## config.mk

```make
export PLATFORM = sky130hd
export DESIGN_NAME = spmd_reset_seq
export DESIGN_NICKNAME = d
export VERILOG_FILES = /design/src/hw/spmd_pkg.sv /design/src/hw/spmd_reset_seq.sv
export SDC_FILE = /design/constraint.sdc
export NUM_CORES = 1
export LEC_CHECK = 0
export BUFFER_PORTS_ARGS = -buffer_cell sky130_fd_sc_hd__buf_2
export CAP_MARGIN = 20
export CORE_MARGIN = 1
export CORE_UTILIZATION = 30
export DETAILED_ROUTE_END_ITERATION = 10
export GPL_TIMING_DRIVEN = 0
export PLACE_DENSITY = 0.54
export SLEW_MARGIN = 0
export SYNTH_ARGS = -nofsm -noshare
export SYNTH_HDL_FRONTEND = slang
export SYNTH_SLANG_ARGS = --single-unit
```

## constraint.sdc

```tcl
create_clock -name clk_i -period 1.3 [get_ports clk_i]
set_input_delay 0.195 -clock clk_i [delete_from_list [all_inputs] [get_ports clk_i]]
set_output_delay 0.195 -clock clk_i [all_outputs]
set_load 0.02 [all_outputs]
```

## src/hw/spmd_pkg.sv

```systemverilog
// shared sizes, register offsets, loader state codes and the word address
// union for the spmd subsystem. rtl files pull names in with a wildcard
// import and use scoped names in port lists
package spmd_pkg;

  localparam int data_width      = 32;
  localparam int num_tiles       = 4;
  localparam int tile_id_width   = 2;
  localparam int dmem_words      = 64;
  localparam int dmem_addr_width = $clog2(dmem_words);
  localparam int offset_width    = 8;
  localparam int reset_depth     = 3;

  // tile registers sit right above the data memory
  localparam logic [offset_width-1:0] csr_len    = 8'd64;
  localparam logic [offset_width-1:0] csr_start  = 8'd65;
  localparam logic [offset_width-1:0] csr_status = 8'd66; // bit 0 is done
  localparam logic [offset_width-1:0] csr_result = 8'd67;

  localparam logic [7:0] host_csr_cycle   = 8'd0;
  localparam logic [7:0] host_csr_scratch = 8'd1;

  localparam logic [2:0] ld_idle   = 3'd0;
  localparam logic [2:0] ld_load   = 3'd1;
  localparam logic [2:0] ld_start  = 3'd2;
  localparam logic [2:0] ld_poll   = 3'd3;
  localparam logic [2:0] ld_result = 3'd4;
  localparam logic [2:0] ld_cycle  = 3'd5;

  typedef struct packed {
    logic                     host_sel;
    logic [20:0]              unused;
    logic [tile_id_width-1:0] tile_id;
    logic [offset_width-1:0]  offset;
  } spmd_tile_view_s;

  typedef struct packed {
    logic        host_sel;
    logic [22:0] unused;
    logic [7:0]  csr_id;
  } spmd_host_view_s;

  // host_sel picks which view applies
  typedef union packed {
    spmd_tile_view_s tile;
    spmd_host_view_s host;
  } spmd_epa_u;

endpackage

```

## src/hw/spmd_reset_seq.sv

```systemverilog
// power-up sequencer. after reset every tile data memory word is cleared,
// one address per cycle, then core reset is held for a few more stages
// before the tiles and the loader are let go
`timescale 1ns/1ps

module spmd_reset_seq (
  input  logic                              clk_i,
  input  logic                              reset_i,
  output logic                              scrub_v_o,
  output logic [spmd_pkg::offset_width-1:0] scrub_addr_o,
  output logic                              core_reset_o
);
  import spmd_pkg::*;

  logic [offset_width-1:0] addr_r;
  logic                    busy_r;
  logic [reset_depth-1:0]  stage_r;

  // sweep counter
  always_ff @(posedge clk_i) begin
    if (reset_i) begin
      addr_r <= '0;
      busy_r <= 1'b1;
    end else if (busy_r) begin
      addr_r <= addr_r + 1'b1;
      if (addr_r == offset_width'(dmem_words - 1)) begin
        busy_r <= 1'b0; // last word written this cycle
      end
    end
  end

  // busy level ripples through the release chain
  always_ff @(posedge clk_i) begin
    if (reset_i) begin
      stage_r <= '1;
    end else begin
      stage_r <= {stage_r[reset_depth-2:0], busy_r};
    end
  end

  assign scrub_v_o    = busy_r;
  assign scrub_addr_o = addr_r;
  assign core_reset_o = stage_r[reset_depth-1];

endmodule

```

== After elaboration in Yosys (flattened, before gate mapping) ==
Cells that the tools add are included.

* Output and inout bits: 10
* Word-level logic and storage cells: 7
* Register bits after elaboration: 12

* Eq/ne operators: 1
* $add $sub $neg: 1
* Muxes and demuxes: 2

{| class="wikitable"
|+ Operator list
! kind !! number
|-
| 8-bit by 1-bit adder with 8-bit output, second input constant || 1
|-
| 8-bit by 6-bit == test with 1-bit output, second input constant || 1
|-
| 1-bit two-way mux || 2
|}

== Logic depth before layout (Yosys ltp) ==
Gate-level depths: netlist (run 1).

* Word-level depth: 3
* Gate-level depth with buffers: 4

== Worst setup path after synthesis (run 1) ==
No wires, ideal clock.

* Path type: flip-flop to flip-flop
* From: register addr_r[3], in the netlist scrub_addr_o[3]
* To: register busy_r, in the netlist scrub_v_o
* Stages on the path, launching flop included: 4
* Arrival time: 1.329 ns
* Period minus slack after synthesis: 1.443 ns
* Library setup time: 0.114 ns
* Slack: -0.143 ns
* Path through: dfxtp_1 -> nand4_1 -> or4b_1 -> a21o_1

* Word-level cells in the longest chain between the ends: 3

{| class="wikitable"
|+ RTL lines
! element !! line !! RTL
|-
| start, declared || spmd_reset_seq.sv:15 || <nowiki>logic [offset_width-1:0] addr_r;</nowiki>
|-
| start signal, assigned || spmd_reset_seq.sv:25 || <nowiki>addr_r <= addr_r + 1'b1;</nowiki>
|-
| 8-bit by 6-bit == test with 1-bit output || spmd_reset_seq.sv:26 || <nowiki>if (addr_r == offset_width'(dmem_words - 1)) begin</nowiki>
|-
| 1-bit two-way mux || spmd_reset_seq.sv:26 ||
|-
| 1-bit two-way mux || spmd_reset_seq.sv:24 || <nowiki>end else if (busy_r) begin</nowiki>
|-
| end signal, assigned || spmd_reset_seq.sv:23 || <nowiki>busy_r <= 1'b1;</nowiki>
|-
| end signal, assigned || spmd_reset_seq.sv:27 || <nowiki>busy_r <= 1'b0;</nowiki>
|-
| end, declared || spmd_reset_seq.sv:16 || <nowiki>logic busy_r;</nowiki>
|}

No other way between the ends.
A chain may end at the register's enable or synchronous reset.

== Worst setup path in the final report (run 1) ==
Ends and elaborated chain as after synthesis.

==> results of run 1 <==
[state kept, by name, indices dropped and copies added, names as in the netlist]
name / count
stage_r: 3
scrub_v_o: 1
scrub_addr_o: 8
[logic make-up after synthesis]
group,after synthesis,synth area share (%)
adder cells (fa/ha/maj),1,2.82
flip-flops,12,54.1
multiplexers,1,2.25
AO/OA/AOI/OAI,7,8.45
AND/OR/NAND/NOR,18,22.5
buffers and inverters,2,1.97
XOR/XNOR,4,7.89
[final cells by class]
cell class / instances / area, um2
multi-input cells: 31 / 218
plain buffers: 2 / 11.3
well taps: 15 / 18.8
flip-flops and latches: 12 / 259
clock buffers: 4 / 26.3
repair buffers: 17 / 100
fillers: 138 / 701
[cell usage in the layout, fill, tap and decap left out, types with 2 or more instances in the layout]
cell      count
o21ai_0       3
nand4_1       4
or2_2         3
a21oi_2       2
xor2_1        3
or3_1         2
clkbuf_1      2
dfxtp_4       4
dfxtp_1       5
nor2_1        5
clkbuf_4      3
buf_4         7
dfxtp_2       3
buf_2        11
[where the power goes]
| part | total [mW] | switching [mW] | internal [mW] |
|---|---|---|---|
| registers | 0.382 | 0.0100 | 0.372 |
| clock network | 0.232 | 0.113 | 0.119 |
| logic | 0.0620 | 0.0326 | 0.0294 |
| total | 0.676 | 0.156 | 0.520 |
[cell usage after synthesis, types with 2 or more instances]
library cell,number
dfxtp_1,12
nor2_1,5
xor2_1,3
or2_2,3
nand4_1,4
a21oi_1,3
nand2_1,2
o21ai_0,3
or3_1,2
[metal layers]
layer | wire [um] | track usage, %
met1 | 427 | 15.5
met2 | 348 | 16.7
met3 | 36 | 5.00
met4 | 8 | 10.0
met5 | 0 | 0
[through the flow]
stage | power [mW] | TNS (ps) | area (um2)
CTS | 0.673 | 0 | 578
global placement | 0.433 | 0 | 539
finish | 0.676 | 0 | 633
floorplan | 0.418 | 0 | 465
global route | 0.714 | -3.03 | 633
detailed placement | 0.433 | 0 | 539
[what timing repair did]
action                                  CTS  global route
gates resized for setup                   2             3
setup buffers                             1             5
endpoints found under the setup margin    1             4
cloned                                    0             0
pin swaps                                 1             6
[worst max-delay path by stage]
stage                     depth (start not counted)             from  slack [ps]               to
after floorplan                                   3  scrub_addr_o[5]           2        scrub_v_o
after global placement                            4  scrub_addr_o[0]           6  scrub_addr_o[6]
after detailed placement                          4  scrub_addr_o[0]          10  scrub_addr_o[6]
after CTS                                         3  scrub_addr_o[4]           2        scrub_v_o
after global routing                              4  scrub_addr_o[1]          -3  scrub_addr_o[7]
final                                             3  scrub_addr_o[3]          60        scrub_v_o
==> flow_summary.toml, run 1 <==
[flow_run]
cap_violations = 0

[global_routing]
antenna_found_initial = 0
track_usage_pct = 12.5
grt_pass1_wl_um = 1250
grt_max_degree = 11
grt_pass1_vias = 317
overflow = 0

[sta]
hold_violations = 0
skew_ps = 10.4
drv_slew = 0
hold_slack_ps = 141
setup-violations-final = 0
slew_headroom_pct = 67.6
finalWorstSetupSlack_ps = 59.8
fin_crit_sh_pct = 95.4
fmax_mhz = 806
worst_pin_slew_ps = 486
finalCriticalPeriod_ps = 1240

[detailed_routing]
wl_um = 821
drc_errors = 0
vias = 367
viasPerCell = 4.53
ant_nets = 0
wl_per_cell_um = 10.1
drtIter0Drc = 2
drt-pass1-iter-count = 4

[hold_path]
hold_start = "reset_i"
hp-class = "primary input to flop"
hold_depth = 2
min_to = "stage_r[2]"

[critical_path]
cp_max_fo = 5
path_buf_inv = 0
worstSetupPathType = "flop to flop"
cp.arrival_ps = 1400
reg2reg_slack_ps = 60
critPathMaxStageDelay_ps = 470
slowest_stage = "or4b_1"
end_kind = "flop"
r2r_end = "scrub_v_o"
worst-r2r-cell-count = 3
worstPathRequired_ps = 1450
critical-path-top-delay-family = "simple AND/OR/NAND/NOR gates"
start_kind = "flop"
rr_startpoint = "scrub_addr_o[3]"
cp_cell_sequence = "nand4_1 > or4b_1 > a21o_1"

[clock_network]
root_buffer = "clkbuf_4"
cts-hold-fix-buffers = 0
clk_pin_slew_ps = 70
htree_num_levels = 1
cts_made_buffers = 3
clk_latency_ps = 270
cts_sinks = 12
cts_tree = "built"
clockBufferDepth = 2

[floorplan]
die_y_um = 40.5
initial_core_util_pct = 33.3
pin_count = 12
dieArea_um2 = 1640
row_count = 13
die_w_um = 40.5
core_um2 = 1330

[logic_synthesis]
syn_avg_cell_area_um2 = 9.87
ys_top_cells_by_area = "dfxtp_1 (54%), xor2_1 (5.9%), nand4_1 (5.6%)"
yosysWarnings = 0
synth_nets = 48
synth_top_area_cell = "dfxtp_1"
synth_top_area_share_pct = 54.1
async_flop_share_pct = 0
synth_flop_cell = "dfxtp_1"
ys_ff_latch = 12
synthCells = 45
syn_area_um2 = 444
synth.distinct_cells = 17
ys_seq_area_share_pct = 54.1
synth_edf_count = 0

[placed_design]
place.gp.congestion = 0.675
io_buffers = 11
pre_cts_ws_ps = 10.9
dp.cells = 71
dp_hpwl_um = 539

[final_layout]
drive_above_1_share_pct = 54.5
area_growth_syn_to_layout_pct = 42.5
num-nets-final = 70
finalNonFillerCells = 81
antenna_cells = 0
utilization_pct = 47.5

[power]
power_density_nw_per_um2 = 1070
p_leak_nw = 0.259
ir_drop_v = 0.000517

[run_status]
outcome = "finished, final reports clean"
No activity file was read; power rests on OpenSTA's default activity.
==> run 2, diff against run 1 <==
--- a/config.mk
+++ b/config.mk
@@ -6,4 +6,5 @@
 export NUM_CORES = 1
 export LEC_CHECK = 0
+export ABC_AREA = 1
 export BUFFER_PORTS_ARGS = -buffer_cell sky130_fd_sc_hd__buf_2
 export CAP_MARGIN = 20
==> constraint.sdc (replaced) <==
create_clock -name clk_i -period 1.3 [get_ports clk_i]
set_input_delay 0.195 -clock clk_i [delete_from_list [all_inputs] [get_ports clk_i]]
set_output_delay 0.195 -clock clk_i [all_outputs]
set_load 0.05 [all_outputs]
==> run 2 against run 1 <==
- core utilization shrank 7.3 points
- critical path depth down 2
- critical endpoint is now scrub_addr_o[5]
- sequential power about the same
- sequential cell count did not move
- non-clock buffer count down 8
- worst setup slack improved by 44 ps
- via count is 20% higher
- worst hold slack worse by 7.1 ps
==> flow_summary.toml, run 2 <==
[run_status]
outcome = "finished, final reports clean"

[global_routing]
grt_pass1_vias = 394
grt_max_degree = 9
track_usage_pct = 12.6
overflow = 0
antenna_found_initial = 0
grt_pass1_wl_um = 1660

[logic_synthesis]
synth_flop_cell = "dfxtp_1"
syn_avg_cell_area_um2 = 7.95
ys_seq_area_share_pct = 48.7
synth_top_area_share_pct = 48.7
synthTopCellsByCount = "dfxtp_1 (12), nand2_1 (12), inv_1 (9), nor2_1 (6), a21oi_1 (5)"
ys_ff_latch = 12
synth.distinct_cells = 16
ys_top_cells_by_area = "dfxtp_1 (49%), nand2_1 (9.1%), inv_1 (6.9%)"
syn_area_um2 = 493
synthCells = 62
synth_edf_count = 0
async_flop_share_pct = 0
synth_nets = 65
yosysWarnings = 0
synth_top_area_cell = "dfxtp_1"

[critical_path]
reg2reg_slack_ps = 200
critPathMaxStageDelay_ps = 430
cp_max_fo = 7
cp.arrival_ps = 1000
path_buf_inv = 1
start_kind = "flop"
end_kind = "output pin"
cp_cell_sequence = "buf_2"
worstPathRequired_ps = 1110
slowest_stage = "dfxtp_1"
critical-path-top-delay-family = "flip-flops"
worstSetupPathType = "flop to output pin"

[sta]
drv_slew = 0
finalSetupTns_ps = 0
fin_crit_sh_pct = 92.0
hold_slack_ps = 133
hold_violations = 0
finalWorstSetupSlack_ps = 104
worst_pin_slew_ps = 248
fmax_mhz = 836
grt_setup_unrepaired = "false"
finalCriticalPeriod_ps = 1200
setup-violations-final = 0
slew_headroom_pct = 83.6
skew_ps = 4.42

[floorplan]
dieArea_um2 = 1810
row_count = 14
die_w_um = 42.5
pin_count = 12
die_y_um = 42.5
core_um2 = 1520
initial_core_util_pct = 32.3

[clock_network]
cts_sinks = 12
clk_latency_ps = 270
clk_pin_slew_ps = 80
htree_num_levels = 1
cts_tree = "built"
clockBufferDepth = 2
cts_made_buffers = 3
cts-hold-fix-buffers = 0
post_cts_buffers = 0
postCtsResizedCells = 0
root_buffer = "clkbuf_4"

[hold_path]
hp-class = "primary input to flop"

[final_layout]
final_cell_mix = "nand2_1 (12), buf_2 (11), inv_1 (9)"
drive_above_1_share_pct = 36.4
fin_area_um2 = 612
antenna_cells = 0
num-nets-final = 81
largest_register_ffs = 8
final_common_cell = "nand2_1"
area_growth_syn_to_layout_pct = 24.1

[placed_design]
dp_hpwl_um = 657
place.gp.congestion = 0.653
pre_cts_ws_ps = 199
placed_cell_area_um2 = 576
io_buffers = 11

[detailed_routing]
wl_per_cell_um = 9.66
drt-pass1-iter-count = 4
ant_nets = 0
viasPerCell = 4.73
drtIter0Drc = 6
vias = 440
wl_um = 898
drc_errors = 0

[power]
p_leak_nw = 0.281
power_density_nw_per_um2 = 1210
power.total_uw = 740
ir_drop_v = 0.000710

[flow_run]
cap_violations = 0
-- run 2: path summary, 6_finish.rpt --
| path | endpoint | from | cells past startpoint |
|---|---|---|---|
| worst max-delay path | scrub_addr_o[5] | scrub_addr_o[5] | 1 |
| worst min-delay path | scrub_addr_o[4] | reset_i | 2 |
| worst min register to register | stage_r[1] | stage_r[0] | 1 |
| worst max register to register | scrub_addr_o[6] | scrub_addr_o[0] | 7 |
-- run 2: layer usage --
layer / wire length, um / part of all wire, % / global-route usage, % / vias up
met3: 56 / 6.2 / 6.47 / 0
met4: 0 / 0 / 3.75 / 0
met1: 428 / 48 / 14.9 / 199
met5: 0 / 0 / 0 / -
met2: 413 / 46 / 19.7 / 11
li1: - / - / - / 230
-- run 2: worst register-to-register path: cells and delay by family, from the launching register on --
kind / cells / cell delay (ps)
buf+inv: 1 / 40
simple gates: 5 / 430
flops: 1 / 370
fa+ha+maj: 1 / 210
-- run 2: cells by family after synthesis --
group           Yosys count  share of synthesized area (%)
flops                    12                           48.7
simple gates             31                           31.7
fa+ha+maj                 1                           2.54
buf+inv                   9                           6.85
compound gates            9                           10.2
-- run 2: metrics by stage --
stage | util, % | std cells
6_report | 40.1 | 93
5_1_grt | 40.1 | 93
4_1_cts | 40.1 | 93
3_5_place_dp | 37.8 | 89
3_3_place_gp | 37.8 | 89
2_1_floorplan | - | 62
-- run 2: area by class of cell --
type                    instances  area [um2]
multi-input cells              41         219
clock buffers                   4        36.3
flip-flops and latches         12         248
inverters                       9        33.8
fillers                       164         912
repair buffers                 11        55.1
well taps                      16        20.0
-- run 2: power breakdown --
group	internal, mW	switching (mW)
sequential	0.377	0.00856
combinational	0.0166	0.0470
clock	0.170	0.122
