[config.mk]
export PLATFORM = sky130hd
export DESIGN_NAME = spmd_wb_router
export DESIGN_NICKNAME = d
export VERILOG_FILES = /design/src/hw/spmd_pkg.sv /design/src/hw/spmd_wb_router.sv
export SDC_FILE = /design/constraint.sdc
export NUM_CORES = 1
export LEC_CHECK = 0
export ABC_AREA = 1
export BUFFER_PORTS_ARGS = -buffer_cell sky130_fd_sc_hd__buf_2
export CORE_AREA = 10 10 105 107
export DETAILED_ROUTE_END_ITERATION = 7
export DIE_AREA = 0 0 115 117
export PLACE_DENSITY = 0.87
export RECOVER_POWER = 50
export SYNTH_ARGS = -nofsm -noshare
export SYNTH_HDL_FRONTEND = slang
export SYNTH_SLANG_ARGS = --single-unit
[constraint.sdc]
create_clock -name clk_i -period 5.33 [get_ports clk_i]
set_input_delay 1.066 -clock clk_i [delete_from_list [all_inputs] [get_ports clk_i]]
set_output_delay 1.066 -clock clk_i [all_outputs]
set_load 0.02 [all_outputs]
[src/hw/spmd_pkg.sv]
// shared sizes, register offsets, loader state codes and the word address
// union for the spmd subsystem. rtl files pull names in with a wildcard
// import and use scoped names in port lists
package spmd_pkg;

  localparam int data_width      = 32;
  localparam int num_tiles       = 4;
  localparam int tile_id_width   = 2;
  localparam int dmem_words      = 64;
  localparam int dmem_addr_width = $clog2(dmem_words);
  localparam int offset_width    = 8;
  localparam int reset_depth     = 3;

  // tile registers sit right above the data memory
  localparam logic [offset_width-1:0] csr_len    = 8'd64;
  localparam logic [offset_width-1:0] csr_start  = 8'd65;
  localparam logic [offset_width-1:0] csr_status = 8'd66; // bit 0 is done
  localparam logic [offset_width-1:0] csr_result = 8'd67;

  localparam logic [7:0] host_csr_cycle   = 8'd0;
  localparam logic [7:0] host_csr_scratch = 8'd1;

  localparam logic [2:0] ld_idle   = 3'd0;
  localparam logic [2:0] ld_load   = 3'd1;
  localparam logic [2:0] ld_start  = 3'd2;
  localparam logic [2:0] ld_poll   = 3'd3;
  localparam logic [2:0] ld_result = 3'd4;
  localparam logic [2:0] ld_cycle  = 3'd5;

  typedef struct packed {
    logic                     host_sel;
    logic [20:0]              unused;
    logic [tile_id_width-1:0] tile_id;
    logic [offset_width-1:0]  offset;
  } spmd_tile_view_s;

  typedef struct packed {
    logic        host_sel;
    logic [22:0] unused;
    logic [7:0]  csr_id;
  } spmd_host_view_s;

  // host_sel picks which view applies
  typedef union packed {
    spmd_tile_view_s tile;
    spmd_host_view_s host;
  } spmd_epa_u;

endpackage

[src/hw/spmd_wb_router.sv]
// wishbone address router between the host loader and the tiles.
// tile addresses go to one tile strobe; host addresses and anything that
// decodes nowhere are answered here, including the free-running cycle counter
`timescale 1ns/1ps

module spmd_wb_router (
  input  logic                                                  clk_i,
  input  logic                                                  reset_i,
  input  logic                                                  wb_cyc_i,
  input  logic                                                  wb_stb_i,
  input  logic                                                  wb_we_i,
  input  spmd_pkg::spmd_epa_u                                   wb_adr_i,
  input  logic [spmd_pkg::data_width-1:0]                       wb_dat_i,
  output logic [spmd_pkg::data_width-1:0]                       wb_dat_o,
  output logic                                                  wb_ack_o,
  output logic [spmd_pkg::num_tiles-1:0]                        tile_stb_o,
  input  logic [spmd_pkg::num_tiles-1:0][spmd_pkg::data_width-1:0] tile_dat_i,
  input  logic [spmd_pkg::num_tiles-1:0]                        tile_ack_i
);
  import spmd_pkg::*;

  logic                  req;
  logic                  tile_hit;
  logic                  local_fire;
  logic                  local_ack_r;
  logic [data_width-1:0] cycle_r;
  logic [data_width-1:0] local_rdata_r;

  assign req = wb_cyc_i & wb_stb_i;
  // stray bits above the tile id mean no such tile
  assign tile_hit   = ~wb_adr_i.tile.host_sel && (wb_adr_i.tile.unused == '0);
  assign local_fire = req & ~tile_hit & ~local_ack_r;

  always_comb begin
    tile_stb_o = '0;
    if (req && tile_hit) begin
      tile_stb_o[wb_adr_i.tile.tile_id] = 1'b1;
    end
  end

  always_ff @(posedge clk_i) begin
    if (reset_i) begin
      cycle_r     <= '0;
      local_ack_r <= 1'b0;
    end else begin
      cycle_r     <= cycle_r + 1'b1;
      local_ack_r <= local_fire;
    end
  end

  always_ff @(posedge clk_i) begin
    if (local_fire) begin
      if (!wb_adr_i.host.host_sel) begin
        local_rdata_r <= '0; // unmapped tile address
      end else begin
        case (wb_adr_i.host.csr_id)
          host_csr_cycle: local_rdata_r <= cycle_r;
          default:        local_rdata_r <= '0;
        endcase
      end
    end
  end

  assign wb_ack_o = local_ack_r | (tile_hit & tile_ack_i[wb_adr_i.tile.tile_id]);
  assign wb_dat_o = tile_hit ? tile_dat_i[wb_adr_i.tile.tile_id] : local_rdata_r;

endmodule

-- Yosys cells after proc, flatten, opt, wreduce, memory -nomap -nowiden
Index checks and enable logic that the tools add are counted.
- ROM bits: 0
- memories kept: 0
- RAM bits: 0
- register bits: 65
- input bits: 201
- output and inout port bits: 37
- latch bits: 0
- div/mod/pow operators: 0
- multiply operators: 0
- multiplexer cells: 8
- shifts and indexed selects: 0
- $lt $le $gt $ge: 2
- bitwise gates (word level): 8
- add/sub/neg operators: 1
- reductions and logical operators: 6
- eq/ne operators: 0
- operators with widths (operator ; count):
    binary-select mux 32 bit (select 2 bit) ; 1
    two-way mux 32 bit ; 2
    adder 32 x 1 -> 32 bit, second input constant ; 1
    zero test 21 bit ; 1
    zero test 8 bit ; 1
    bitwise AND 1 bit ; 4
    two-way mux 4 bit ; 1
    logical AND 1 bit ; 3
    < comparator 2 x 3 -> 1 bit, second input constant ; 1
    NOT 1 bit ; 3
    binary-select mux 1 bit (select 2 bit) ; 1
    demux 1 bit (select 2 bit) ; 1
    greater-or-equal comparator 2 x 1 -> 1 bit, second input constant ; 1
    two-way mux 1 bit ; 2
    AND reduction 2 bit ; 1
    bitwise OR 1 bit ; 1

-- Depth between registers and ports, before layout
Gate-level depths: netlist of run 1.
- depth after elaboration: 5
- gate-level depth with buffers: 8

-- Worst setup path before layout of run 1
Ideal clock, no wire load.
- path kind: input to register
- from: input wb_adr_i[11] in the netlist's numbering
- to: register local_rdata_r[0], enable pin
- stages: 6
- setup slack: 1.978 ns
- data arrival time: 2.931 ns
- buffers on the path: 1
- path through: or2_0 -> nor2_1 -> nand3_2 -> buf_2 -> nand2_1 -> nor2_1
- cells in the longest elaborated chain, start to end: 5
- RTL lines (what ; RTL line ; RTL):
    start: declaration ; spmd_wb_router.sv:12 ; input spmd_pkg::spmd_epa_u wb_adr_i,
    zero test 21 bit ; spmd_wb_router.sv:31 ; assign tile_hit = ~wb_adr_i.tile.host_sel && (wb_adr_i.tile.unused == '0);
    logical AND 1 bit ; spmd_wb_router.sv:31 ;
    NOT 1 bit ; spmd_wb_router.sv:32 ; assign local_fire = req & ~tile_hit & ~local_ack_r;
    bitwise AND 1 bit (2 in series) ; spmd_wb_router.sv:32 ;
    via local_fire ; spmd_wb_router.sv:24 ; logic local_fire;
    end signal: assignment ; spmd_wb_router.sv:57 ; host_csr_cycle: local_rdata_r <= cycle_r;
    end: declaration ; spmd_wb_router.sv:27 ; logic [data_width-1:0] local_rdata_r;
The timed path passes the listed nets, and every way through them passes these cells.
A chain may end at the register's enable or synchronous reset.

-- Worst setup path in the final report of run 1
- from: input wb_adr_i[11] in the netlist's numbering
- to: output tile_stb_o[1] in the netlist's numbering
- cells in the longest elaborated chain, start to end: 4
- RTL lines (what ; RTL line ; RTL):
    zero test 21 bit ; spmd_wb_router.sv:31 ;
    logical AND 1 bit ; spmd_wb_router.sv:31 ;
    logical AND 1 bit ; spmd_wb_router.sv:36 ; if (req && tile_hit) begin
    two-way mux 4 bit ; spmd_wb_router.sv:36 ;
    end: declaration ; spmd_wb_router.sv:16 ; output logic [spmd_pkg::num_tiles-1:0] tile_stb_o,
Every way passes these cells.

==> metrics, run 1 <==
num rows=35; core area=9020 µm²; met3 global-route usage=5.96%; first-pass GRT wire length=22100 µm; post-synth top area share=23.1%; routability congestion estimate=0.925; setup_tns=0 ps; die height=117 µm; pins over their slew limit=33; hold crit path type=flip-flop to flip-flop; actual transition at the worst max-transition pin=1740 ps; die area=13500 µm²; power per standard cell area=195 nW/µm²; Setup Buffers After CTS=0; Global Route Usage Sum=20.5%; flops & latches, synth=65; kind of critical path=input pin to output port; largest net degree at the start of global routing=50; CP startpoint kind=input pin; final non-filler cell total=956; I/O pin count=238; Routed Antenna Nets=0; GR Overflow Total=0; sequential share of the synthesized area=39.0%; clk_skew=9.16 ps; dpl cells=939; routing usage on met1=24.4%; Detailed Route WL=14600 µm; CTS resizes=0; M2 GR Usage=34.3%; worst endpoint required time=4260 ps; commonest non-fill, non-tap cell in the layout=nand2_1; Clk Latency, worst-skew pair=350 ps; clk sinks=65; clock buffer depth=2; Worst Path Max Fanout=49; minimum clock period=4110 ps; violated checks=max-capacitance violations, max-slew violations; pre-CTS WS=1550 ps; CTS buffer count=9; residual DRC count=0; Avg Cell Area, Syn=6.44 µm²; Final Util=59.3%; final worst setup slack=1220 ps; drt wl/cell=15.3 µm; Final Cycle Share=77.1%; VDD IR max=0.0000999 V; Clock transition at path regs=60 ps; reg-to-reg setup timing slack=3100 ps; Syn. warnings=0; RSZ-0062 raised after global routing=false; CTS tree=done; Distinct cells, synth=25; drt first pass iters=7; Design Power=1.05 mW; syn_nets=847; area delta synth->final=28.9%; most frequent cells in the layout=nand2_1, buf_2, nor2_1; CTS Root Cell=clkbuf_8; cell taking the most area after synthesis=edfxtp_1; initial core utilization=46.0%; # fillers=859; leakage power=2.36 nW; Hold Fails Final Rpt=0; synthesized cell area=4150 µm²; Die Width=115 µm; Fmax=243 MHz; Via Count=4787; Critical Path AT=3040 ps; vias in the first global route=4327; slew margin rel.=-15.7%; fraction of layout cells with a size suffix above 1=27.8%; Setup-failing EPs final=0; vias per cell=5.01; cell count after synthesis=645; Setup crit end kind=output port; cells taking the most area after synthesis=edfxtp_1, nand2_1, dfxtp_1; outcome=finished with violations; maxcap violations=1; IO Port Bufs=204; global route hottest layer=met2; hold buffer count at cts=0; CTS H-tree lvls=3; post-DP HPWL=11700 µm; initial antenna violation count=0; initial DRC count=612; final net count=1041
area by class of cell:
class / count / area (µm²) / area share, %
diodes: 1 / 2.50 / 0.0468
clock buffers: 11 / 131 / 2.45
clock inverters: 5 / 22.5 / 0.421
inverters: 57 / 214 / 4.00
multi-input cells: 498 / 2180 / 40.7
flip-flops and latches: 65 / 1620 / 30.3
well taps: 111 / 139 / 2.59
repair buffers: 208 / 1040 / 19.4
worst max-delay path, stage by stage:
cell,delay [ps]
buf_2,90
or2_0,210
nor2_1,120
nand3_1,600
buf_4,530
nor3b_1,210
buf_2,200
power breakdown:
part	internal (mW)	switching, mW
combinational	0.0747	0.0911
sequential	0.531	0.00394
clock	0.163	0.182
total	0.769	0.277
Yosys cell counts:
master / count
a21oi_1: 58
buf_2: 8
buf_4: 8
clkbuf_1: 9
dfxtp_1: 33
edfxtp_1: 32
ha_1: 1
inv_1: 53
inv_2: 4
nand2_1: 216
nand2_2: 5
nand3_1: 48
nand3_2: 1
nand4_1: 3
nor2_1: 99
nor2_2: 2
nor2_4: 7
nor3_1: 4
nor3b_1: 3
nor4_1: 1
o21a_1: 1
o21ai_0: 14
o21ai_1: 33
or2_0: 1
xor2_1: 1
logic make-up (layout without fill, tap and decap cells):
kind of cell	count (synthesis)	after routing	synth area share, %
and+or+nand+nor	390	390	39.2
AOI/OAI and AO/OA	106	106	12.8
buffers and inverters	82	281	8.38
DFF	65	65	39.0
adders and majority gates	1	1	0.301
xor gates and xnor gates	1	1	0.211
other	0	1	0
layer usage:
layer / share of wire (%) / vias to the layer above / wire length (µm)
met2: 47 / 214 / 6940
met1: 40 / 2089 / 5840
met5: 0 / - / 0
met3: 10 / 26 / 1540
li1: - / 2458 / -
met4: 2.2 / 0 / 322
state kept, by name, summed over array words and instances (netlist names):
signal         count
cycle_r           32
local_ack_r        1
local_rdata_r     32
path summary, 6_finish.rpt:
path                start                end  cells after the start
max          wb_adr_i[11]      tile_stb_o[1]                      7
min           cycle_r[30]        cycle_r[30]                      2
max reg2reg   local_ack_r  local_rdata_r[19]                      4
min reg2reg   cycle_r[30]        cycle_r[30]                      2
through the flow:
step / area [µm²] / hold slack (ps)
2_1_floorplan: 4150 / 430
3_3_place_gp: 5210 / 444
3_5_place_dp: 5210 / 457
4_1_cts: 5370 / 480
5_1_grt: 5350 / 489
6_report: 5350 / 478
(Power assumes the default switching activity.)
==> run 2, diff against run 1 <==
- CORE_AREA: 10 10 105 107 -> 10 10 108 110
- DIE_AREA: 0 0 115 117 -> 0 0 118 120
- PLACE_DENSITY: 0.87 -> 0.83
- clock period: 5.33 -> 4.1 ns (I/O delays scaled with it)
==> metrics, run 2 (synthesis results as in run 1) <==
outcome=finished with violations; violated checks=max-capacitance violations, max-slew violations; final non-filler cell total=981 (+2.6%); clk_skew=8.10 ps (-1.06 ps); initial DRC count=447 (-27%); Slowest-stage cell, CP=nand3_1; clock buffer depth=2 (unchanged); worst reg2reg path startpoint=local_ack_r; Via Count=4841 (+1.1%); Final Cell Area=5470 µm² (+2.2%); Sw Pwr=0.375 mW (+35%); CP bufs+invs=3 (unchanged); Global Route Usage Sum=20.3% (-0.23 points); post-DP HPWL=11900 µm (+0.99%); Final Cycle Share=88.6%; pre-CTS WS=877 ps (-673 ps); dpl cells=965 (+2.8%); first-pass GRT wire length=23300 µm (+5.4%); worst hold start=cycle_r[31]; CP startpoint kind=input pin; # diodes=0 (-1); routing usage on met1=24.3% (about the same); Routed Antenna Nets=0 (unchanged); hold crit path type=flip-flop to flip-flop; Comb pwr share=14.0% (-1.8 points); CTS resizes=0 (unchanged); Clock transition at path regs=70 ps (about the same); actual transition at the worst max-transition pin=1720 ps (-12.3 ps); minimum clock period=3630 ps; I/O pin count=238 (unchanged); slew margin rel.=-14.9% (+0.82 points); Area after DPL=5280 µm² (+1.3%); IO Port Bufs=204 (unchanged); M2 GR Usage=34.4% (+0.077 points); setup_tns=0 ps (unchanged); Max stage delay on crit path=660 ps (+60 ps); drt wl/cell=15.1 µm (-1.4%); largest registers=cycle_r (32), local_rdata_r (32), local_ack_r (1); Setup-failing EPs final=0 (unchanged); most frequent cells in the layout=nand2_1, buf_2, nor2_1; final net count=1045 (+0.38%); vias per cell=4.93 (-1.4%); crit path cell chain=buf_2 -> or2_0 -> nor2_1 -> nand3_1 -> buf_12 -> nor3b_1 -> buf_2; Die Width=118 µm (+2.6%); final worst setup slack=468 ps (-752 ps); largest net degree at the start of global routing=37 (-26%); initial core utilization=43.5% (-2.5 points); residual DRC count=0 (unchanged); maxcap violations=1 (unchanged); die area=14200 µm² (+5.2%); global route hottest layer=met2; Setup crit end kind=output port; Hold Fails Final Rpt=0 (unchanged); CTS Root Cell=clkbuf_8; clock network fraction of design power=42.2% (+9.2 points); hold buffer count at cts=0 (unchanged); CTS H-tree lvls=3 (unchanged); routability congestion estimate=0.929 (+0.43%); critical path launch point=wb_adr_i[11]; kind of critical path=input pin to output port; commonest non-fill, non-tap cell in the layout=nand2_1; net switching fraction of the power=23.7% (-2.8 points); drt first pass iters=4 (-3); sequential share of power=43.9% (-7.3 points); area delta synth->final=31.8%; WHS=464 ps (-14.1 ps); Final Util=57.3% (-2.0 points); vias in the first global route=4467 (+3.2%); clk sinks=65 (unchanged); initial antenna violation count=0 (unchanged); core area=9550 µm² (+5.9%); Design Power=1.58 mW (+51%); fraction of layout cells with a size suffix above 1=27.7% (-0.13 points); Fmax=275 MHz; met3 global-route usage=5.77% (-0.20 points); pins over their slew limit=33 (unchanged); die height=120 µm (+2.6%); Clk Latency, worst-skew pair=360 ps (about the same); RSZ-0062 raised after global routing=false; Setup Buffers After CTS=0 (unchanged); power per standard cell area=289 nW/µm² (+48%); Detailed Route WL=14800 µm (+1.2%); Critical Path AT=2810 ps (-230 ps); worst endpoint required time=3280 ps (-980 ps); CP most frequent cell=buf_2; CTS buffer count=9 (unchanged); num rows=36 (+2.9%); VDD IR max=0.000124 V (+24%); Power Internal=1.21 mW (+57%); Worst Path Max Fanout=36 (-27%); GR Overflow Total=0 (unchanged); CP top delay family=simple AND/OR/NAND/NOR gates; leakage power=2.42 nW (+2.6%); CTS tree=done
## run 2: layout make-up
type / instances / area (µm²)
Clock buffer: 11 / 141
Fill cell: 944 / 4080
Tap cell: 133 / 166
Clock inverter: 5 / 103
Sequential cell: 65 / 1620
Inverter: 57 / 214
Multi-Input combinational cell: 498 / 2140
Timing Repair Buffer: 212 / 1080
## run 2: worst paths after layout
check / to / slack (ps) / depth (start not counted)
max: tile_stb_o[0] / 470 / 7
max reg2reg: local_rdata_r[23] / 1850 / 4
min: cycle_r[31] / 460 / 2
min reg2reg: cycle_r[31] / 460 / 2
## run 2: power groups by stage
stage / Clock [mW] / Combinational [mW] / Sequential (mW)
6_report: 0.668 / 0.221 / 0.695
5_1_grt: 0.707 / 0.245 / 0.695
4_1_cts: 0.672 / 0.220 / 0.694
3_5_place_dp: 0 / 0.219 / 0.709
3_3_place_gp: 0 / 0.216 / 0.708
2_1_floorplan: 0 / 0.106 / 0.708
## run 2: routing by layer
| layer | share of wire (%) | vias to the layer above |
|---|---|---|
| met3 | 8.1 | 25 |
| met1 | 42 | 2155 |
| li1 | - | 2472 |
| met2 | 48 | 189 |
| met4 | 2.2 | 0 |
| met5 | 0 | - |
## run 2: tightest hold or removal path, delay by kind of cell (launching register included)
family,cells,cell delay [ps]
compound gates,1,50
flops,1,310
simple gates,1,60
