## config.mk

```make
export PLATFORM = sky130hd
export DESIGN_NAME = spmd_loader
export DESIGN_NICKNAME = d
export VERILOG_FILES = /design/src/hw/spmd_pkg.sv /design/src/hw/spmd_loader.sv
export SDC_FILE = /design/constraint.sdc
export NUM_CORES = 1
export LEC_CHECK = 0
export ABC_AREA = 1
export BUFFER_PORTS_ARGS = -buffer_cell sky130_fd_sc_hd__buf_2
export CAP_MARGIN = 25
export CORE_MARGIN = 2
export CORE_UTILIZATION = 35
export CTS_BUF_LIST = sky130_fd_sc_hd__clkbuf_2 sky130_fd_sc_hd__clkbuf_4 sky130_fd_sc_hd__clkbuf_8
export DETAILED_ROUTE_END_ITERATION = 10
export GPL_TIMING_DRIVEN = 0
export PLACE_DENSITY_LB_ADDON = 0.08
export SKIP_CTS_REPAIR_TIMING = 1
export SLEW_MARGIN = 25
export SYNTH_ARGS = -nofsm -noshare
export SYNTH_HDL_FRONTEND = slang
export SYNTH_SLANG_ARGS = --single-unit
```

## constraint.sdc

```tcl
create_clock -name clk_i -period 5.5 [get_ports clk_i]
set_clock_uncertainty 0.1 [all_clocks]
set_input_delay 1.1 -clock clk_i [delete_from_list [all_inputs] [get_ports clk_i]]
set_output_delay 1.1 -clock clk_i [all_outputs]
set_load 0.005 [all_outputs]
```

## src/hw/spmd_pkg.sv

```systemverilog
// shared sizes, register offsets, loader state codes and the word address
// union for the spmd subsystem. rtl files pull names in with a wildcard
// import and use scoped names in port lists
package spmd_pkg;

  localparam int data_width      = 32;
  localparam int num_tiles       = 4;
  localparam int tile_id_width   = 2;
  localparam int dmem_words      = 64;
  localparam int dmem_addr_width = $clog2(dmem_words);
  localparam int offset_width    = 8;
  localparam int reset_depth     = 3;

  // tile registers sit right above the data memory
  localparam logic [offset_width-1:0] csr_len    = 8'd64;
  localparam logic [offset_width-1:0] csr_start  = 8'd65;
  localparam logic [offset_width-1:0] csr_status = 8'd66; // bit 0 is done
  localparam logic [offset_width-1:0] csr_result = 8'd67;

  localparam logic [7:0] host_csr_cycle   = 8'd0;
  localparam logic [7:0] host_csr_scratch = 8'd1;

  localparam logic [2:0] ld_idle   = 3'd0;
  localparam logic [2:0] ld_load   = 3'd1;
  localparam logic [2:0] ld_start  = 3'd2;
  localparam logic [2:0] ld_poll   = 3'd3;
  localparam logic [2:0] ld_result = 3'd4;
  localparam logic [2:0] ld_cycle  = 3'd5;

  typedef struct packed {
    logic                     host_sel;
    logic [20:0]              unused;
    logic [tile_id_width-1:0] tile_id;
    logic [offset_width-1:0]  offset;
  } spmd_tile_view_s;

  typedef struct packed {
    logic        host_sel;
    logic [22:0] unused;
    logic [7:0]  csr_id;
  } spmd_host_view_s;

  // host_sel picks which view applies
  typedef union packed {
    spmd_tile_view_s tile;
    spmd_host_view_s host;
  } spmd_epa_u;

endpackage

```

## src/hw/spmd_loader.sv

```systemverilog
// host side program loader, the only wishbone master.
// on start it writes the image, kicks every tile, polls each tile in id
// order, reports its result as a print_stat pulse and finally reads the
// host cycle counter before pulsing loader_done_o
`timescale 1ns/1ps

module spmd_loader (
  input  logic                               clk_i,
  input  logic                               reset_i,
  input  logic                               start_i,
  input  logic [7:0]                         image_count_i,
  output logic [7:0]                         image_idx_o,
  input  spmd_pkg::spmd_epa_u                image_addr_i,
  input  logic [spmd_pkg::data_width-1:0]    image_data_i,
  output logic                               wb_cyc_o,
  output logic                               wb_stb_o,
  output logic                               wb_we_o,
  output spmd_pkg::spmd_epa_u                wb_adr_o,
  output logic [spmd_pkg::data_width-1:0]    wb_dat_o,
  output logic [spmd_pkg::data_width/8-1:0]  wb_sel_o,
  input  logic [spmd_pkg::data_width-1:0]    wb_dat_i,
  input  logic                               wb_ack_i,
  output logic                               print_stat_v_o,
  output logic [spmd_pkg::tile_id_width-1:0] print_stat_id_o,
  output logic [spmd_pkg::data_width-1:0]    print_stat_tag_o,
  output logic [spmd_pkg::data_width-1:0]    run_cycles_o,
  output logic                               loader_done_o
);
  import spmd_pkg::*;

  logic [2:0]               state_r;
  logic [7:0]               idx_r;
  logic [tile_id_width-1:0] tile_r;
  logic                     stb_r;
  logic                     we_r;
  logic                     pstat_r;
  logic                     done_r;
  spmd_epa_u                adr_r;
  logic [data_width-1:0]    dat_r;
  logic [tile_id_width-1:0] pstat_id_r;
  logic [data_width-1:0]    pstat_tag_r;
  logic [data_width-1:0]    run_cycles_r;
  spmd_epa_u                req_adr;
  logic                     req_we;
  logic [data_width-1:0]    req_dat;
  logic                     issue;
  logic                     resp;
  logic                     last_tile;

  function automatic spmd_epa_u tile_addr(input logic [tile_id_width-1:0] id,
                                          input logic [offset_width-1:0] off);
    spmd_epa_u a;
    a = '0;
    a.tile.tile_id = id;
    a.tile.offset  = off;
    return a;
  endfunction

  // next request, by state
  always_comb begin
    req_adr = tile_addr(tile_r, csr_status);
    req_we  = 1'b0;
    req_dat = '0;
    case (state_r)
      ld_load: begin
        req_adr = image_addr_i;
        req_we  = 1'b1;
        req_dat = image_data_i;
      end
      ld_start: begin
        req_adr = tile_addr(tile_r, csr_start);
        req_we  = 1'b1;
      end
      ld_result: req_adr = tile_addr(tile_r, csr_result);
      ld_cycle: begin
        req_adr             = '0;
        req_adr.host.host_sel = 1'b1;
        req_adr.host.csr_id   = host_csr_cycle;
      end
      default: ;
    endcase
  end

  // a new request only after stb has been low for a cycle
  assign issue     = (state_r != ld_idle) && !stb_r;
  assign resp      = stb_r && wb_ack_i;
  assign last_tile = tile_r == tile_id_width'(num_tiles - 1);

  always_ff @(posedge clk_i) begin
    if (reset_i) begin
      state_r <= ld_idle;
      stb_r   <= 1'b0;
      idx_r   <= '0;
      tile_r  <= '0;
      pstat_r <= 1'b0;
      done_r  <= 1'b0;
    end else begin
      pstat_r <= 1'b0;
      done_r  <= 1'b0;
      if (issue) begin
        stb_r <= 1'b1;
      end else if (resp) begin
        stb_r <= 1'b0;
      end
      case (state_r)
        ld_idle: begin
          if (start_i) begin
            idx_r   <= '0;
            tile_r  <= '0;
            state_r <= (image_count_i == '0) ? ld_start : ld_load;
          end
        end
        ld_load: begin
          if (resp) begin
            idx_r <= idx_r + 1'b1;
            if (idx_r == image_count_i - 8'd1) state_r <= ld_start;
          end
        end
        ld_start: begin
          if (resp) begin
            tile_r <= tile_r + 1'b1; // wraps back to tile 0 for polling
            if (last_tile) state_r <= ld_poll;
          end
        end
        ld_poll: begin
          if (resp && wb_dat_i[0]) state_r <= ld_result;
        end
        ld_result: begin
          if (resp) begin
            pstat_r <= 1'b1;
            tile_r  <= tile_r + 1'b1;
            state_r <= last_tile ? ld_cycle : ld_poll;
          end
        end
        ld_cycle: begin
          if (resp) begin
            done_r  <= 1'b1;
            state_r <= ld_idle;
          end
        end
        default: state_r <= ld_idle;
      endcase
    end
  end

  always_ff @(posedge clk_i) begin
    if (issue) begin
      adr_r <= req_adr;
      we_r  <= req_we;
      dat_r <= req_dat;
    end
    if (resp && state_r == ld_result) begin
      pstat_id_r  <= tile_r;
      pstat_tag_r <= wb_dat_i;
    end
    if (resp && state_r == ld_cycle) begin
      run_cycles_r <= wb_dat_i;
    end
  end

  assign image_idx_o      = idx_r;
  assign wb_cyc_o         = stb_r; // single master, one beat per cycle
  assign wb_stb_o         = stb_r;
  assign wb_we_o          = we_r;
  assign wb_adr_o         = adr_r;
  assign wb_dat_o         = dat_r;
  assign wb_sel_o         = '1;
  assign print_stat_v_o   = pstat_r;
  assign print_stat_id_o  = pstat_id_r;
  assign print_stat_tag_o = pstat_tag_r;
  assign run_cycles_o     = run_cycles_r;
  assign loader_done_o    = done_r;

endmodule

```

Word level (Yosys, flattened, before mapping)
Cells that the tools add are included.

Register bits after elaboration: 147. Input port bits: 108. Logic and storage cells: 74.

Add/sub/neg operators: 3. Equality and inequality tests: 16. Muxes and demuxes: 22. Bitwise operators: 2. Reduce and logical (&&, ||, !) cells: 19.

Operators by type and width (count): 32-bit one-hot mux with 4 select lines (1); 3-bit two-way mux (9); 3-bit one-hot mux with 6 select lines (1); 8-bit two-way mux (2); 2-bit != test (second input constant) (8); 8-bit one-hot mux with 2 select lines (1); 8-bit by 1-bit adder with 8-bit output (second input constant) (1); 8-bit equality test (1); 8-bit zero test (1); 8-bit AND reduction (1); 2-bit OR reduction (4); 8-bit by 1-bit subtractor with 8-bit output (second input constant) (1); 3-bit by 2-bit equality test with 1-bit output (second input constant) (2); 3-bit equality test (second input constant) (2); 2-bit two-way mux (3); 3-bit AND reduction (2); 2-bit nonzero test (3); 1-bit logical AND (5); 1-bit two-way mux (4); 2-bit one-hot mux with 2 select lines (1); 3-bit by 1-bit equality test with 1-bit output (second input constant) (1); 3-bit zero test (1); 3-bit nonzero test (1); 2-bit by 1-bit adder with 2-bit output (second input constant) (1); 4 further kinds (5).

Depth between registers and ports, before layout
Depth after elaboration: 5. Mapped depth: 13. Mapped depth without buffers: 13.

Worst setup path after synthesis
Ideal clock, no wire load.

Path type: reg-to-reg. Start: register state_r[1]. End: register adr_r (netlist bit wb_adr_o[0]), enable pin. Arrival: 3.355 ns. Required time: 4.912 ns. Path slack: 1.557 ns. Stages on the path, launching flop included: 5. Buffers on the path: 0. Period minus slack after synthesis: 3.943 ns. Cell sequence: dfxtp_1 inv_2 nand2_2 nor2_2 nor2_1.

Cells in the longest elaborated chain, start to end: 2.

RTL lines: from (decl) (line spmd_loader.sv:31) `logic [2:0] state_r;`; from (signal assigned) (line spmd_loader.sv:91) `state_r <= ld_idle;`; from (signal assigned) (line spmd_loader.sv:110) `state_r <= (image_count_i == '0) ? ld_start : ld_load;`; from (signal assigned) (line spmd_loader.sv:116) `if (idx_r == image_count_i - 8'd1) state_r <= ld_start;`; 3-bit nonzero test (line spmd_loader.sv:85) `assign issue = (state_r != ld_idle) && !stb_r;`; 1-bit logical AND (line spmd_loader.sv:85); via issue (line spmd_loader.sv:46) `logic issue;`; to (signal assigned) (line spmd_loader.sv:148) `adr_r <= req_adr;`; to (decl) (line spmd_loader.sv:38) `spmd_epa_u adr_r;`.

The timed path passes the listed nets, and every way through them passes these cells. A chain may end at the register's enable or synchronous reset.

Worst setup path after layout
Start: input image_count_i[0]. End: register state_r[2].

Cells in the longest elaborated chain, start to end: 4.

RTL lines: from (decl) (line spmd_loader.sv:11) `input logic [7:0] image_count_i,`; 8-bit by 1-bit subtractor with 8-bit output (line spmd_loader.sv:116); 8-bit equality test (line spmd_loader.sv:116); 2-bit != test (no line); 8-bit AND reduction (no line); to (signal assigned) (line spmd_loader.sv:116); to (signal assigned) (line spmd_loader.sv:122) `if (last_tile) state_r <= ld_poll;`; to (signal assigned) (line spmd_loader.sv:126) `if (resp && wb_dat_i[0]) state_r <= ld_result;`.

Every way passes these cells.

==> flow_results.xml <==
<?xml version="1.0" encoding="UTF-8"?>
<metrics>
  <group name="status">
    <metric name="result_of_the_run" unit="">finished clean</metric>
  </group>
  <group name="logic_synthesis">
    <metric name="cell_area_after_synthesis" unit="um2">5713</metric>
    <metric name="netlist_instances" unit="">464</metric>
    <metric name="synth_commonest_cells" unit="">131 x edfxtp_1, 85 x nor2_1, 83 x inv_1, 50 x nand2_1, 16 x dfxtp_1</metric>
    <metric name="synth-seq-area-share" unit="%">74.46</metric>
    <metric name="post-synth-top-area-cell" unit="">edfxtp_1</metric>
    <metric name="synth_top_area_share" unit="%">68.86</metric>
    <metric name="ys_seq_elements" unit="">147</metric>
    <metric name="synth-edff-count" unit="">131</metric>
    <metric name="synth.lib_cells_used.distinct" unit="">35</metric>
    <metric name="synth.most_common_cell" unit="">edfxtp_1</metric>
    <metric name="synth.area.top_cells" unit="">edfxtp_1 69%, dfxtp_1 5.6%, nor2_1 5.6%, inv_1 5.5%, nand2_1 3.3%</metric>
    <metric name="async_reset_ff_share" unit="%">0</metric>
    <metric name="synthesis.area_per_instance" unit="um2">12.31</metric>
    <metric name="synth_flop_cell" unit="">edfxtp_1</metric>
    <metric name="yosysWarnings" unit="">0</metric>
  </group>
  <group name="finish">
    <metric name="antennaDiodeCount" unit="">0</metric>
    <metric name="fin_util" unit="%">48.85</metric>
    <metric name="syn_to_final_growth" unit="%">36.33</metric>
    <metric name="drive_above_1_share" unit="%">42.50</metric>
    <metric name="final_nets" unit="">852</metric>
    <metric name="final_cell_area" unit="um2">7789</metric>
    <metric name="fillerInstances" unit="">1507</metric>
    <metric name="finalNonFillerCells" unit="">969</metric>
  </group>
  <group name="grt">
    <metric name="gr-usage-all-layers" unit="%">15.79</metric>
    <metric name="grt_pass1_wl" unit="mm">21.21</metric>
    <metric name="grt_start_max_net_pins" unit="">24</metric>
    <metric name="grt_overflow_total" unit="">0</metric>
    <metric name="vias_in_the_first_global_route" unit="">4117</metric>
    <metric name="antenna_violations_before_repair" unit="">0</metric>
  </group>
  <group name="timing">
    <metric name="grt_setup_unrepaired" unit="">no</metric>
    <metric name="slew_violations" unit="">0</metric>
    <metric name="finalHoldViolations" unit="">0</metric>
    <metric name="portion_of_the_clock_cycle_consumed_by_the_worst_path_in_the_final_layout" unit="%">42.27</metric>
    <metric name="setup_tns_after_final_layout" unit="ps">0</metric>
    <metric name="tightest_slew" unit="ps">669.7</metric>
    <metric name="fmax" unit="GHz">0.4301</metric>
    <metric name="final_report_setup_violation_count" unit="">0</metric>
    <metric name="maxSlewHeadroom" unit="%">55.25</metric>
    <metric name="min_period" unit="ps">2325</metric>
  </group>
  <group name="floorplanning">
    <metric name="initial_utilization" unit="%">35.83</metric>
    <metric name="core_area" unit="um2">15940</metric>
    <metric name="floorplan.io_pins" unit="">255</metric>
    <metric name="total_die_area" unit="um2">17360</metric>
    <metric name="placementRows" unit="">46</metric>
    <metric name="dieHeight" unit="um">131.8</metric>
    <metric name="die_width" unit="um">131.8</metric>
  </group>
  <group name="pwr">
    <metric name="totalPowerFinal" unit="mW">3.605</metric>
    <metric name="leakage" unit="nW">3.591</metric>
    <metric name="ir_drop" unit="mV">0.2027</metric>
    <metric name="pwr_density_cell" unit="nW/um2">462.8</metric>
  </group>
  <group name="route">
    <metric name="postRouteWirelength" unit="mm">13.51</metric>
    <metric name="drt-vias-per-instance" unit="">4.266</metric>
    <metric name="dr_total_vias" unit="">4134</metric>
    <metric name="detail_route.iter0.violations" unit="">141</metric>
    <metric name="drc" unit="">0</metric>
    <metric name="drtPass1Iterations" unit="">4</metric>
    <metric name="routedWlPerCell" unit="um">13.94</metric>
    <metric name="remaining_antenna_violation_count" unit="">0</metric>
  </group>
  <group name="setup_path">
    <metric name="critPathCapture" unit="">state_r[2]</metric>
    <metric name="arrival" unit="ps">2560</metric>
    <metric name="setup.worst_path.end_class" unit="">flop</metric>
    <metric name="worst_ep_required_time" unit="ps">5740</metric>
    <metric name="critical_path.cell_chain" unit="">buf_2 -&gt; inv_1 -&gt; ha_1 -&gt; or2_2 -&gt; nand3_1 -&gt; nand2_1 -&gt; nor2_1 -&gt; nand3_1 -&gt; nand2_1 -&gt; nand3_1 -&gt; nand2_1 -&gt; nor2_1</metric>
    <metric name="crit_fanout" unit="">6</metric>
    <metric name="r2r.worst_path.cells" unit="">7</metric>
    <metric name="worst-r2r-setup-slack" unit="ps">3230</metric>
    <metric name="timing.rr.start" unit="">state_r[1]</metric>
    <metric name="path_delay_family" unit="">simple AND/OR/NAND/NOR gates</metric>
    <metric name="worstSetupPathType" unit="">primary input to flop</metric>
    <metric name="worstPathBufferInverterCount" unit="">2</metric>
    <metric name="worst_setup_path_start_kind" unit="">primary input</metric>
    <metric name="crit_slowest_cell" unit="">or2_2</metric>
    <metric name="crit_start" unit="">image_count_i[0]</metric>
    <metric name="critPathMaxStageDelay" unit="ps">320</metric>
    <metric name="cp_num_cells" unit="">12</metric>
    <metric name="worstReg2RegEnd" unit="">wb_adr_o[3]</metric>
  </group>
  <group name="clock_tree">
    <metric name="htree_num_levels" unit="">4</metric>
    <metric name="cts_tree" unit="">yes</metric>
    <metric name="cts_root_buffer" unit="">clkbuf_8</metric>
    <metric name="clock_insertion_delay_worst_skew" unit="ps">440</metric>
    <metric name="cts-buffers-inserted" unit="">17</metric>
    <metric name="cts.path.max_buffers" unit="">2</metric>
    <metric name="cts_clock_pin_slew_for_the_worst_setup_and_hold_paths" unit="ps">90</metric>
    <metric name="tritoncts_num_sinks" unit="">147</metric>
  </group>
  <group name="flow_run">
    <metric name="timing.max_cap.violations" unit="">0</metric>
  </group>
  <group name="placed_design">
    <metric name="portBuffers" unit="">249</metric>
    <metric name="routabilityCongestion" unit="">0.8344</metric>
    <metric name="dp.final_hpwl" unit="mm">10.46</metric>
    <metric name="place_area" unit="um2">7368</metric>
    <metric name="dp_cells" unit="">937</metric>
  </group>
  <group name="worst_hold_path">
    <metric name="hold_path_class" unit="">flop to flop</metric>
  </group>
</metrics>
## where the power goes
group          internal (mW)  total [mW]  switching, mW
Clock                  0.425       0.879          0.454
Combinational          0.396        1.04          0.642
Sequential              1.60        1.69         0.0895
Total                   2.42        3.60           1.19
## cell usage in the layout, fill, tap and decap left out, types with 2 or more instances in the layout
cell type	n
xnor2_1	5
dfxtp_1	16
nand4_1	2
ha_1	4
nor3_2	2
nand3_1	15
conb_1	4
nand2_2	2
buf_16	2
nor2_4	4
o21ai_1	2
nand2_4	3
nand2_1	50
a211oi_1	3
bufinv_16	2
clkinvlp_4	2
inv_6	6
nor3_1	5
clkbuf_1	4
buf_2	252
clkbuf_2	2
inv_8	3
inv_1	83
clkbuf_8	17
buf_4	5
buf_8	2
o21ai_0	6
xor2_1	3
edfxtp_1	131
nor2_1	82
nor2_2	4
a21oi_1	14
inv_2	4
## per-stage QoR
step	setup WS, ps	hold slack, ps
after global placement	293.0	363.3
after CTS	3131	387.0
after global routing	3041	410.0
final	3175	383.7
after floorplan	1557	334.2
after detailed placement	2727	361.5
## worst reg2reg max path: stages (launching register included)
cell	delay [ps]
dfxtp_1	490
inv_2	70
nand2_2	90
nor2_2	70
nor2_4	540
buf_16	240
buf_8	190
buf_8	190
## routing by layer
layer	part of all wire (%)	track usage (%)	vias up
met2	53	28.91	161
li1	-	-	2058
met5	0	0	-
met1	39	17.21	1905
met4	1.2	6.099	0
met3	6.4	4.614	10
## cells by family (layout without fill, tap and decap cells)
group,count (synthesis),count (layout),share of synthesized area [%]
AO/OA/AOI/OAI,30,30,3.198
XOR/XNOR,8,8,1.227
adder cells (fa/ha/maj),4,4,0.8761
buffers and inverters,103,389,7.249
flip-flops,147,147,74.46
other,1,4,0.06564
AND/OR/NAND/NOR,171,171,12.92
## flip-flops by register name, indices dropped and copies added, names as in the netlist
name	cells
print_stat_tag_o	32
run_cycles_o	32
wb_adr_o	32
wb_dat_o	32
image_idx_o	8
state_r	3
print_stat_id_o	2
tile_r	2
loader_done_o	1
print_stat_v_o	1
wb_cyc_o	1
wb_we_o	1
## cell type report
class                           count  area (um2)  share of cell area (%)
Inverter                           88       332.8                   4.273
Clock buffer                       17       234.0                   3.004
Buffer                             15       81.33                   1.044
Tap cell                          216       270.3                   3.470
Timing Repair Buffer              254        1351                   17.35
Clock inverter                     15       186.4                   2.394
Sequential cell                   147        4254                   54.62
Multi-Input combinational cell    217        1079                   13.85
## how the worst min path moves through the flow
stage	startpoint	cells past startpoint	slack, ps	end
2_1_floorplan	tile_r[1]	0	330	print_stat_id_o[1]
3_3_place_gp	tile_r[1]	0	360	print_stat_id_o[1]
3_5_place_dp	tile_r[0]	0	360	print_stat_id_o[0]
4_1_cts	tile_r[0]	0	390	print_stat_id_o[0]
5_1_grt	tile_r[0]	0	410	print_stat_id_o[0]
6_report	tile_r[0]	0	380	print_stat_id_o[0]
No activity file was read; power rests on OpenSTA's default activity.
